==> src/common/div_defs.svh <==
`ifndef DIV_DEFS_SVH
`define DIV_DEFS_SVH

// Operand width for dividend, divisor, quotient and remainder.
`define DIV_BITS 16

// Tag width, which sets the number of result store entries.
`define DIV_TAG_BITS 4

`endif
==> src/common/div_pkg.sv <==
package div_pkg;

  `include "div_defs.svh"

  typedef logic [`DIV_BITS-1:0] operand_t;

  typedef logic [`DIV_TAG_BITS-1:0] tag_t;

  // Remaining bit count of a division, wide enough to hold DIV_BITS itself.
  typedef logic [$clog2(`DIV_BITS):0] count_t;

  typedef logic lane_t;

  typedef enum logic [3:0] {
    IDLE,
    INIT,
    LEFT_SHIFT,
    ADJ_ADD,
    ADJ_SUB,
    UPDATE_QUOTIENT,
    TEST_N,
    TEST_REMAINDER,
    ADJ_FINAL,
    DIV_DONE
  } div_state_t;

endpackage

==> src/common/result_wr_if.sv <==
`timescale 1ns/1ns

interface result_wr_if;

  import div_pkg::*;

  logic     request;
  logic     grant;
  tag_t     tag;
  operand_t quotient;
  operand_t remainder;

  // The lane holds request and data until it sees grant.
  modport lane (
    output request,
    output tag,
    output quotient,
    output remainder,
    input  grant
  );

  modport arbiter (
    input  request,
    input  tag,
    input  quotient,
    input  remainder,
    output grant
  );

endinterface

==> src/source/div_cluster.sv <==
`timescale 1ns/1ns

module div_cluster (
  input  logic              clk,
  input  logic              reset,
  input  logic              start,
  input  div_pkg::tag_t     tag,
  input  div_pkg::operand_t dividend,
  input  div_pkg::operand_t divisor,
  input  div_pkg::tag_t     rd_tag,
  output logic              ready,
  output logic              complete,
  output div_pkg::tag_t     complete_tag,
  output logic              rd_valid,
  output div_pkg::operand_t rd_quotient,
  output div_pkg::operand_t rd_remainder
);

  import div_pkg::*;

  logic [1:0] eng_start;
  logic [1:0] eng_done;
  operand_t   eng_dividend [2];
  operand_t   eng_divisor [2];
  operand_t   eng_quotient [2];
  operand_t   eng_remainder [2];
  operand_t   mem_quotient;
  operand_t   mem_remainder;

  result_wr_if wr0_if ();
  result_wr_if wr1_if ();

  div_dispatch u_dispatch (
    .clk           (clk),
    .reset         (reset),
    .start         (start),
    .tag           (tag),
    .dividend      (dividend),
    .divisor       (divisor),
    .ready         (ready),
    .eng_start     (eng_start),
    .eng_dividend  (eng_dividend),
    .eng_divisor   (eng_divisor),
    .eng_done      (eng_done),
    .eng_quotient  (eng_quotient),
    .eng_remainder (eng_remainder),
    .wr0           (wr0_if.lane),
    .wr1           (wr1_if.lane)
  );

  divider_nr u_div0 (
    .clk       (clk),
    .reset     (reset),
    .start     (eng_start[0]),
    .dividend  (eng_dividend[0]),
    .divisor   (eng_divisor[0]),
    .done      (eng_done[0]),
    .quotient  (eng_quotient[0]),
    .remainder (eng_remainder[0])
  );

  divider_nr u_div1 (
    .clk       (clk),
    .reset     (reset),
    .start     (eng_start[1]),
    .dividend  (eng_dividend[1]),
    .divisor   (eng_divisor[1]),
    .done      (eng_done[1]),
    .quotient  (eng_quotient[1]),
    .remainder (eng_remainder[1])
  );

  // A store write is the completion of a job.
  result_arbiter u_arbiter (
    .clk           (clk),
    .reset         (reset),
    .wr0           (wr0_if.arbiter),
    .wr1           (wr1_if.arbiter),
    .mem_we        (complete),
    .mem_tag       (complete_tag),
    .mem_quotient  (mem_quotient),
    .mem_remainder (mem_remainder)
  );

  result_store u_store (
    .clk          (clk),
    .reset        (reset),
    .we           (complete),
    .wr_tag       (complete_tag),
    .wr_quotient  (mem_quotient),
    .wr_remainder (mem_remainder),
    .rd_tag       (rd_tag),
    .rd_valid     (rd_valid),
    .rd_quotient  (rd_quotient),
    .rd_remainder (rd_remainder)
  );

endmodule

==> src/source/result_store.sv <==
`timescale 1ns/1ns

`include "div_defs.svh"

module result_store (
  input  logic              clk,
  input  logic              reset,
  input  logic              we,
  input  div_pkg::tag_t     wr_tag,
  input  div_pkg::operand_t wr_quotient,
  input  div_pkg::operand_t wr_remainder,
  input  div_pkg::tag_t     rd_tag,
  output logic              rd_valid,
  output div_pkg::operand_t rd_quotient,
  output div_pkg::operand_t rd_remainder
);

  import div_pkg::*;

  localparam int DEPTH = 1 << `DIV_TAG_BITS;

  logic [DEPTH-1:0] valid;
  operand_t         q_mem [DEPTH];
  operand_t         r_mem [DEPTH];

  always_ff @(posedge clk) begin
    if (reset) begin
      valid    <= '0;
      rd_valid <= 1'b0;
    end else begin
      if (we) begin
        valid[wr_tag] <= 1'b1;
      end
      rd_valid <= valid[rd_tag];
    end
  end

  always_ff @(posedge clk) begin
    if (we) begin
      q_mem[wr_tag] <= wr_quotient;
      r_mem[wr_tag] <= wr_remainder;
    end
    rd_quotient  <= q_mem[rd_tag];
    rd_remainder <= r_mem[rd_tag];
  end

endmodule

==> src/source/result_arbiter.sv <==
`timescale 1ns/1ns

module result_arbiter (
  input  logic              clk,
  input  logic              reset,
  result_wr_if.arbiter      wr0,
  result_wr_if.arbiter      wr1,
  output logic              mem_we,
  output div_pkg::tag_t     mem_tag,
  output div_pkg::operand_t mem_quotient,
  output div_pkg::operand_t mem_remainder
);

  import div_pkg::*;

  logic [1:0] req;
  logic       any_req;
  lane_t      last;
  lane_t      winner;

  assign req     = {wr1.request, wr0.request};
  assign any_req = |req;

  // With both lanes asking, the one that lost last time goes first.
  always_comb begin
    if (&req) begin
      winner = ~last;
    end else if (req[1]) begin
      winner = 1'b1;
    end else begin
      winner = 1'b0;
    end
  end

  assign wr0.grant = any_req & (winner == 1'b0);
  assign wr1.grant = any_req & (winner == 1'b1);

  // Starts at lane 1 so that lane 0 wins the first contest.
  always_ff @(posedge clk) begin
    if (reset) begin
      last <= 1'b1;
    end else if (any_req) begin
      last <= winner;
    end
  end

  assign mem_we        = any_req;
  assign mem_tag       = winner ? wr1.tag : wr0.tag;
  assign mem_quotient  = winner ? wr1.quotient : wr0.quotient;
  assign mem_remainder = winner ? wr1.remainder : wr0.remainder;

endmodule

==> src/source/div_dispatch.sv <==
`timescale 1ns/1ns

module div_dispatch (
  input  logic              clk,
  input  logic              reset,
  input  logic              start,
  input  div_pkg::tag_t     tag,
  input  div_pkg::operand_t dividend,
  input  div_pkg::operand_t divisor,
  output logic              ready,
  output logic [1:0]        eng_start,
  output div_pkg::operand_t eng_dividend [2],
  output div_pkg::operand_t eng_divisor [2],
  input  logic [1:0]        eng_done,
  input  div_pkg::operand_t eng_quotient [2],
  input  div_pkg::operand_t eng_remainder [2],
  result_wr_if.lane         wr0,
  result_wr_if.lane         wr1
);

  import div_pkg::*;

  logic [1:0] busy;
  logic [1:0] pending;
  logic [1:0] free;
  logic [1:0] grant;
  logic       accept;
  lane_t      sel;
  tag_t       lane_tag [2];

  // A lane is free once its engine is idle and its result has been written.
  assign free   = ~busy & ~pending;
  assign ready  = |free;
  assign accept = start & ready;
  assign sel    = free[0] ? 1'b0 : 1'b1;
  assign grant  = {wr1.grant, wr0.grant};

  always_ff @(posedge clk) begin
    if (reset) begin
      busy      <= '0;
      pending   <= '0;
      eng_start <= '0;
    end else begin
      eng_start <= '0;
      if (accept) begin
        busy[sel]      <= 1'b1;
        eng_start[sel] <= 1'b1;
      end
      for (int i = 0; i < 2; i++) begin
        if (eng_done[i]) begin
          busy[i]    <= 1'b0;
          pending[i] <= 1'b1;
        end else if (pending[i] && grant[i]) begin
          pending[i] <= 1'b0;
        end
      end
    end
  end

  always_ff @(posedge clk) begin
    if (accept) begin
      lane_tag[sel]     <= tag;
      eng_dividend[sel] <= dividend;
      eng_divisor[sel]  <= divisor;
    end
  end

  // Engine outputs stay put until the lane is restarted.
  assign wr0.request   = pending[0];
  assign wr0.tag       = lane_tag[0];
  assign wr0.quotient  = eng_quotient[0];
  assign wr0.remainder = eng_remainder[0];

  assign wr1.request   = pending[1];
  assign wr1.tag       = lane_tag[1];
  assign wr1.quotient  = eng_quotient[1];
  assign wr1.remainder = eng_remainder[1];

endmodule

==> src/divider/divider_nr.sv <==
`timescale 1ns/1ns

`include "div_defs.svh"

module divider_nr (
  input  logic              clk,
  input  logic              reset,
  input  logic              start,
  input  div_pkg::operand_t dividend,
  input  div_pkg::operand_t divisor,
  output logic              done,
  output div_pkg::operand_t quotient,
  output div_pkg::operand_t remainder
);

  import div_pkg::*;

  // Two guard bits keep the shifted partial remainder from overflowing
  // when the divisor is close to full scale.
  localparam int REM_BITS = `DIV_BITS + 2;

  div_state_t                  state;
  count_t                      num_bits;
  count_t                      num_bits_w;
  logic signed [REM_BITS-1:0]  int_remainder;
  logic signed [REM_BITS-1:0]  divisor_ext;

  // Number of significant bits in the value, zero for a zero value.
  function automatic count_t sig_bits(input operand_t value);
    count_t n;
    n = '0;
    for (int i = 0; i < `DIV_BITS; i++) begin
      if (value[i]) begin
        n = count_t'(i + 1);
      end
    end
    return n;
  endfunction

  assign num_bits_w  = sig_bits(dividend);
  assign divisor_ext = $signed({2'b00, divisor});

  always_ff @(posedge clk) begin
    if (reset) begin
      state <= IDLE;
      done  <= 1'b0;
    end else begin
      done <= 1'b0;
      case (state)
        IDLE: begin
          if (start) begin
            state <= INIT;
          end
        end

        INIT: begin
          int_remainder <= '0;
          num_bits      <= num_bits_w;
          if (num_bits_w == '0) begin
            // Nothing to iterate over, the answer is zero.
            quotient <= '0;
            state    <= DIV_DONE;
          end else begin
            quotient <= dividend << (`DIV_BITS - num_bits_w);
            state    <= LEFT_SHIFT;
          end
        end

        LEFT_SHIFT: begin
          {int_remainder, quotient} <= {int_remainder, quotient} << 1;
          if (int_remainder[REM_BITS-1]) begin
            state <= ADJ_ADD;
          end else begin
            state <= ADJ_SUB;
          end
        end

        ADJ_ADD: begin
          int_remainder <= int_remainder + divisor_ext;
          state         <= UPDATE_QUOTIENT;
        end

        ADJ_SUB: begin
          int_remainder <= int_remainder - divisor_ext;
          state         <= UPDATE_QUOTIENT;
        end

        UPDATE_QUOTIENT: begin
          quotient[0] <= ~int_remainder[REM_BITS-1];
          num_bits    <= num_bits - 1'b1;
          state       <= TEST_N;
        end

        TEST_N: begin
          if (|num_bits) begin
            state <= LEFT_SHIFT;
          end else begin
            state <= TEST_REMAINDER;
          end
        end

        TEST_REMAINDER: begin
          if (int_remainder[REM_BITS-1]) begin
            state <= ADJ_FINAL;
          end else begin
            state <= DIV_DONE;
          end
        end

        // A negative remainder gets one restoring add.
        ADJ_FINAL: begin
          int_remainder <= int_remainder + divisor_ext;
          state         <= DIV_DONE;
        end

        DIV_DONE: begin
          done  <= 1'b1;
          state <= IDLE;
        end

        default: state <= IDLE;
      endcase
    end
  end

  assign remainder = int_remainder[`DIV_BITS-1:0];

endmodule

==> config.mk <==
export PLATFORM = sky130hd
export DESIGN_NAME = div_cluster
export DESIGN_NICKNAME = d
export VERILOG_FILES = /design/src/common/div_pkg.sv /design/src/common/result_wr_if.sv /design/src/source/div_cluster.sv /design/src/source/result_store.sv /design/src/source/result_arbiter.sv /design/src/source/div_dispatch.sv /design/src/divider/divider_nr.sv
export VERILOG_INCLUDE_DIRS = /design/src /design/src/common
export SDC_FILE = /design/constraint.sdc
export NUM_CORES = 1
export LEC_CHECK = 0
export ABC_AREA = 1
export BUFFER_PORTS_ARGS = -buffer_cell sky130_fd_sc_hd__buf_4
export CAP_MARGIN = 30
export CORE_ASPECT_RATIO = 1.1
export CORE_UTILIZATION = 50
export CTS_CLUSTER_DIAMETER = 120
export DETAILED_ROUTE_END_ITERATION = 12
export GPL_TIMING_DRIVEN = 0
export HOLD_SLACK_MARGIN = 0.08
export PLACE_DENSITY = 0.66
export SYNTH_ARGS = -nofsm -noshare
export SYNTH_HDL_FRONTEND = slang
export SYNTH_SLANG_ARGS = --single-unit
==> constraint.sdc <==
create_clock -name clk -period 5.8 [get_ports clk]
set_input_delay 0.29 -clock clk [delete_from_list [all_inputs] [get_ports clk]]
set_output_delay 0.29 -clock clk [all_outputs]
set_load 0.02 [all_outputs]
==> impl_metrics.tcl, run 1 <==
set metrics [dict create \
    ctsHoldBuffers 38 \
    clk_path_buf_depth 3 \
    p_switching_mw 3.90 \
    timing.final.crit_share_pct 75.0 \
    clkTransAtPathRegs_ns 0.06 \
    synthSimpleGateAreaFrac_pct 14.4 \
    rows 96 \
    grt_max_degree 37 \
    pwr-share-seq_pct 46.8 \
    p_int_mw 9.77 \
    grt_pass1_wl_mm 142 \
    slowest_stage "nor2_1" \
    drc_errors 0 \
    grt_use_total_pct 29.4 \
    path_max_fanout 10 \
    clock_latency_ns 0.65 \
    finalSetupTns_ns 0 \
    synth_fa_ha_area_share_pct 1.77 \
    htreeDepth 3 \
    n_antenna_cell 0 \
    clkSinkCount 728 \
    drt_first_pass_iters 6 \
    synth_compound_area_share_pct 12.1 \
    nets 3215 \
    pwr_density_cell_mw_per_mm2 367 \
    die_h_um 267 \
    synthMuxAreaShare_pct 0.0314 \
    sw_frac_of_total_pct 28.5 \
    drtIter0Drc 2735 \
    ys_types 54 \
    area_growth_pct 16.5 \
    ir_drop_uv 369 \
    num-fill-cells 5109 \
    initial_core_util_pct 50.9 \
    multi_input_area_mm2 0.00952 \
    dp_cells 3844 \
    drtAntennaViolNets 0 \
    period_needed_ns 4.35 \
    synth_top_cell_area_share_pct 62.3 \
    via_per_inst 5.95 \
    synth_area_leaders "edfxtp_1 (62%), o21ai_0 (5.5%), nor2_1 (4.9%)" \
    cts_buffers 75 \
    synth.avg_cell_area_um2 11.0 \
    ff_latch_area_mm2 0.0212 \
    cts_root_buf "clkbuf_16" \
    routabilityCongestion 0.957 \
    m1WireLength_mm 36.1 \
    cp.buffers_inverters 7 \
    wire_per_inst_um 23.7 \
    hold_path.class "in -> reg" \
    cts_resized 0 \
    drt_wl_total_mm 95.2 \
    p_leak_nw 13.4 \
    routed-via-count 23956 \
    worst_slew_pin_slew_ns 1.09 \
    path_class "reg -> reg" \
    die_width_um 243 \
    hold_viol_final 0 \
    highest_layer "met4" \
    routed-wl-met3_mm 9.27 \
    cts_tree "built" \
    layout-drive-gt1-share_pct 10.0 \
    pwr-share-comb_pct 17.5 \
    synth_edf_count 662 \
    pre_cts_slack_ns 1.50 \
    crit_family "simple AND/OR/NAND/NOR gates" \
    grt_overflow 0 \
    ys_seq_elements 728 \
    worst_setup_path_end_kind "flip-flop" \
    power_frac_clock_pct 35.7 \
    async_flop_share_pct 0 \
    dp_hpwl_mm 64.5 \
    netlist_instances 2890 \
    finalSetupViolations 0 \
    synth.cell_area_mm2 0.0319 \
    slew_violations 0 \
    cp_common_cell "nand2_1" \
    slew_headroom_pct 27.0 \
    io_buffers 78 \
    synth_top_family_by_area "simple AND/OR/NAND/NOR gates" \
    timing.final.ws_setup_ns 1.45 \
    grt_pass1_vias 23585 \
    cp.required_ns 6.17 \
    pin_count 82 \
    cp-start-kind "flip-flop" \
    cp_data_arrival_time_ns 4.72 \
    rsz0062_at_grt "false" \
    max_freq_ghz 0.230 \
    postCtsSetupRepairBufs 0 \
    stdcell_count 4023 \
    synthFlopType "edfxtp_1" \
    yosysSeqAreaShare_pct 66.4 \
    die_area_mm2 0.0649 \
    final_util_pct 59.3 \
    critical_path.max_stage_delay_ns 0.59 \
    finalClockSkew_ns 0.0348 \
    syn-num-nets 2977 \
    synth_warnings 0 \
    outcome "finished clean" \
    maxCapViolations 0 \
    synth_largest_area_cell "edfxtp_1" \
    dr_wl_met2_mm 46.5 \
    synth_xor_area_share_pct 1.10 \
    antenna_found_initial 0 \
    core-area_mm2 0.0627 \
]
==> cell usage after synthesis, types with 10 or more instances <==
| library cell | n |
|---|---|
| buf_2 | 17 |
| nand3_1 | 198 |
| nor2_1 | 419 |
| o221ai_1 | 100 |
| nand2_1 | 395 |
| clkbuf_1 | 124 |
| a21oi_1 | 61 |
| xnor2_1 | 16 |
| o21ai_0 | 349 |
| o22ai_1 | 40 |
| inv_1 | 184 |
| or2_2 | 10 |
| xor2_1 | 24 |
| nor3_1 | 32 |
| o211ai_1 | 33 |
| o21ai_1 | 17 |
| edfxtp_1 | 662 |
| dfxtp_1 | 66 |
| ha_1 | 42 |
==> stage by stage <==
stage               instance area [um2]  hold slack (ns)  power [mW]
global route                      37200            0.284        14.2
CTS                               37200            0.235        13.7
floorplan                         31900            0.389        7.95
global placement                  33600            0.414        8.67
finish                            37200            0.245        13.7
detailed placement                34300            0.424        8.82
==> cell usage in the layout, fill, tap and decap left out, types with 38 or more instances in the layout <==
cell type,count
edfxtp_1,662
nor2_1,402
nand2_1,395
o21ai_0,326
nand3_1,198
inv_1,183
clkbuf_1,145
o221ai_1,100
buf_4,92
clkbuf_16,76
dfxtp_1,66
a21oi_1,61
ha_1,42
o21ai_1,40
o22ai_1,40
dlygate4sd3_1,38
==> per-layer routing <==
layer  global-route usage, %  vias to the layer above
li1                        -                    10879
met1                    37.5                    11529
met2                    50.2                     1342
met3                    4.49                      206
met4                    11.6                        0
met5                       0                        -
==> cell families after synthesis <==
family,after synthesis
AND/OR/NAND/NOR,1093
flip-flops,728
AO/OA/AOI/OAI,642
buffers and inverters,342
adder cells (fa/ha/maj),44
XOR/XNOR,40
multiplexers,1
==> worst min-delay path: cells and delay by family <==
kind	cells	cell delay [ns]
buf+inv	1	0.27
simple gates	1	0.06
compound gates	1	0.20
==> power groups by stage <==
stage / registers, mW / logic [mW] / clock network [mW]
floorplan: 6.48 / 1.46 / 0
finish: 6.39 / 2.39 / 4.88
global placement: 6.52 / 2.15 / 0
CTS: 6.39 / 2.35 / 4.92
global route: 6.41 / 2.63 / 5.11
detailed placement: 6.50 / 2.32 / 0
==> state kept, by name, indices dropped and copies added, names as in the netlist, 16 cells and up <==
register and flops:
u_div0.int_remainder 18, u_store.rd_quotient 16, u_div1.int_remainder 18, u_store.q_mem 256, u_store.valid 16, u_div1.quotient 16
u_div0.quotient 16, u_dispatch.eng_dividend 32, u_store.r_mem 256, u_store.rd_remainder 16, u_dispatch.eng_divisor 32
==> final timing paths <==
path / cells after the start / from / slack [ns] / to
setup / recovery: 27 / u_div0.state[1] / 1.45 / u_div0.int_remainder[12]
hold reg to reg: 1 / u_div0.done / 0.44 / u_dispatch.busy[0]
hold / removal: 3 / rd_tag[3] / 0.25 / u_store.rd_remainder[2]
setup reg to reg: 27 / u_div0.state[1] / 1.45 / u_div0.int_remainder[12]
==> cell type report <==
| cell class | count | area share, % |
|---|---|---|
| flip-flops and latches | 728 | 57.0 |
| multi-input cells | 1820 | 25.6 |
| clock buffers | 102 | 5.51 |
| repair buffers | 161 | 4.35 |
| well taps | 833 | 2.80 |
| inverters | 192 | 1.95 |
| plain buffers | 150 | 1.65 |
| clock inverters | 37 | 1.15 |
Power figures use the tool's default switching activity.
==> run 2: changes to the inputs <==
--- a/config.mk
+++ b/config.mk
@@ -6,7 +6,7 @@
 export SDC_FILE = /design/constraint.sdc
 export NUM_CORES = 1
 export LEC_CHECK = 0
-export ABC_AREA = 1
+export ABC_AREA = 0
 export BUFFER_PORTS_ARGS = -buffer_cell sky130_fd_sc_hd__buf_4
 export CAP_MARGIN = 30
 export CORE_ASPECT_RATIO = 1.1
@@ -15,7 +15,7 @@
 export DETAILED_ROUTE_END_ITERATION = 12
 export GPL_TIMING_DRIVEN = 0
 export HOLD_SLACK_MARGIN = 0.08
-export PLACE_DENSITY = 0.66
+export PLACE_DENSITY = 0.69
 export SYNTH_ARGS = -nofsm -noshare
 export SYNTH_HDL_FRONTEND = slang
 export SYNTH_SLANG_ARGS = --single-unit
==> constraint.sdc (replaced) <==
create_clock -name clk -period 3.9 [get_ports clk]
set_input_delay 0.195 -clock clk [delete_from_list [all_inputs] [get_ports clk]]
set_output_delay 0.195 -clock clk [all_outputs]
set_load 0.02 [all_outputs]
==> run 2 against run 1 <==
  * Cell area is 0.98% lower
  * Fmax is 15% higher
  * Routed wire length is 21% lower
  * Setup slack worse by 1.3 ns
  * Critical path depth is 14 lower
  * Cell count is 24% lower
  * First-iteration DRC count is 46% lower
  * Die area is 1.4% lower
  * Global-route usage is 5.5 points lower
  * Power is 26% higher
  * Highest routed layer is now met5
==> impl_metrics.tcl, run 2 <==
set metrics [dict create \
    synth_area_leaders "edfxtp_1 (63%), mux4_2 (12%), dfxtp_1 (4.2%)" \
    clock_latency_ns 0.63 \
    core-area_mm2 0.0623 \
    grt_overflow 0 \
    dp_cells 2887 \
    wire_per_inst_um 24.6 \
    finalSetupViolations 0 \
    final_common_cell "edfxtp_1" \
    clkSinkCount 728 \
    cp-start-kind "flip-flop" \
    die_width_um 241 \
    clk_path_buf_depth 3 \
    ys_seq_elements 728 \
    slew_violations 0 \
    critical_path.cell_chain "or4_1 -> nor4_4 -> buf_4 -> and2_1 -> nor2_1 -> xor2_1 -> ha_1 -> a21oi_1 -> nor2b_1 -> nor2_1 -> o211ai_1 -> or4b_2 -> nand3_1" \
    routed-via-count 18631 \
    timing.final.ws_setup_ns 0.125 \
    rows 96 \
    synth_top_cell_area_share_pct 63.1 \
    hold_viol_final 0 \
    path_class "reg -> reg" \
    n_antenna_cell 0 \
    layout_common_cells "edfxtp_1 (662), mux4_2 (169), nand2_1 (120), nor2_1 (111), buf_4 (87)" \
    timing.final.crit_share_pct 96.8 \
    async_flop_share_pct 0 \
    outcome "finished clean" \
    htreeDepth 3 \
    synthFlopType "edfxtp_1" \
    ys_types 77 \
    drtAntennaViolNets 0 \
    cts_tree "built" \
    netlist_instances 1947 \
    worst_slew_pin_slew_ns 0.956 \
    period_needed_ns 3.78 \
    critical_path.max_stage_delay_ns 0.67 \
    slew_headroom_pct 36.3 \
    grt_use_total_pct 23.9 \
    hold_path.class "in -> reg" \
    drtIter0Drc 1488 \
    path_max_fanout 4 \
    synth_warnings 0 \
    yosys-top-cells-count "edfxtp_1 (662), mux4_2 (169), nor2_1 (127), nand2_1 (121), o21ai_0 (77)" \
    finalClockSkew_ns 0.0221 \
    yosysSeqAreaShare_pct 67.3 \
    grt_pass1_wl_mm 113 \
    cp_data_arrival_time_ns 4.25 \
    syn-num-nets 2034 \
    p_total_mw 17.2 \
    grt_pass1_vias 18728 \
    die_area_mm2 0.0640 \
    synth.avg_cell_area_um2 16.2 \
    biggestRegsByFlops "u_store.q_mem (256), u_store.r_mem (256)" \
    pin_count 82 \
    drt_first_pass_iters 6 \
    initial_core_util_pct 50.5 \
    maxCapViolations 0 \
    synth.cell_area_mm2 0.0315 \
    max_freq_ghz 0.265 \
    synth_edf_count 662 \
    nets 2260 \
    grt_max_degree 39 \
    io_buffers 77 \
    pre_cts_slack_ns -0.352 \
    dp_hpwl_mm 50.3 \
    antenna_found_initial 1 \
    stdcell_count 3065 \
    cp_common_cell "nor2_1" \
    cts_buffers 72 \
    ir_drop_uv 324 \
    synth_largest_area_cell "edfxtp_1" \
    finalSetupTns_ns 0 \
    drt_wl_total_mm 75.4 \
    layout-drive-gt1-share_pct 22.3 \
    clkTransAtPathRegs_ns 0.06 \
    via_per_inst 6.08 \
    worst_setup_path_end_kind "flip-flop" \
    cts_root_buf "clkbuf_16" \
    die_h_um 265 \
    synthMostInstantiatedCell "edfxtp_1" \
    p_leak_nw 12.1 \
    cp.required_ns 4.38 \
    pwr_density_cell_mw_per_mm2 466 \
    routabilityCongestion 0.927 \
    area_growth_pct 17.0 \
    slowest_stage "or4_1" \
    drc_errors 0 \
]
[run 2: changes by cell type after synthesis, moves of 33 or more]
cell,delta
o221ai_1,-94
mux4_2,+169
nand2_1,-274
mux2_2,+33
clkbuf_1,-66
nor2_1,-292
inv_1,-142
nand3_1,-176
o22ai_1,-34
o21ai_0,-272
[run 2: kinds of logic (layout without fill, tap and decap cells)]
group	count (synthesis)	count (layout)	synth area share, %
AOI/OAI and AO/OA	324	324	6.81
DFF	728	728	67.3
buffers and inverters	129	414	1.61
muxes	234	234	14.3
xor gates and xnor gates	61	61	1.70
and+or+nand+nor	427	427	6.44
adders and majority gates	44	44	1.80
[run 2: path summary, 6_finish.rpt]
check | end | cells after the start | from | slack, ns
worst max-delay path | u_div0.int_remainder[16] | 13 | u_dispatch.eng_divisor[16] | 0.12
worst min-delay path | u_store.rd_quotient[15] | 2 | rd_tag[3] | 0.15
worst max register to register | u_div0.int_remainder[16] | 13 | u_dispatch.eng_divisor[16] | 0.12
worst min register to register | u_dispatch.busy[1] | 1 | u_div1.done | 0.44
[run 2: where the power goes]
group | internal [mW] | switching (mW) | total (mW)
Clock | 4.22 | 2.93 | 7.14
Sequential | 8.62 | 0.0884 | 8.71
Combinational | 0.560 | 0.771 | 1.33
[run 2: metal layers]
metal / global-route usage [%] / up-vias / share of wire (%)
met5: 0 / - / 0.0093
met4: 7.37 / 2 / 2.4
met3: 3.72 / 127 / 7.4
met2: 40.5 / 794 / 50
met1: 31.8 / 9486 / 40
li1: - / 8222 / -
[run 2: per-stage QoR]
| stage | util [%] | hold slack (ns) | instance area [um2] |
|---|---|---|---|
| after global routing | 59.1 | 0.170 | 36800 |
| final | 59.1 | 0.148 | 36800 |
| after global placement | 53.1 | 0.380 | 33100 |
| after CTS | 58.9 | 0.117 | 36700 |
| after floorplan | - | 0.294 | 31500 |
| after detailed placement | 54.3 | 0.382 | 33800 |
[run 2: final cells by class]
| cell class | instances | area [um2] |
|---|---|---|
| Timing Repair Buffer | 153 | 1630 |
| Clock inverter | 27 | 390 |
| Tap cell | 833 | 1040 |
| Fill cell | 4547 | 25500 |
| Inverter | 47 | 184 |
| Clock buffer | 106 | 2050 |
| Buffer | 81 | 334 |
| Multi-Input combinational cell | 1090 | 10000 |
| Sequential cell | 728 | 21200 |
[run 2: worst max-delay path, delay by kind of cell (launching register included)]
family / cells / cell delay, ns
XOR/XNOR: 1 / 0.21
AND/OR/NAND/NOR: 8 / 2.09
buffers and inverters: 1 / 0.19
flip-flops: 1 / 0.46
AO/OA/AOI/OAI: 2 / 0.36
adder cells (fa/ha/maj): 1 / 0.32
[run 2: timing repair]
| action | in CTS | in global routing |
|---|---|---|
| pin swaps | 1 | 8 |
| hold endpoints to repair | 77 | 0 |
| hold buffers | 38 | 0 |
| buffers inserted | 1 | 6 |
| gates resized for setup | 7 | 24 |
| endpoints found under the setup margin | 6 | 98 |
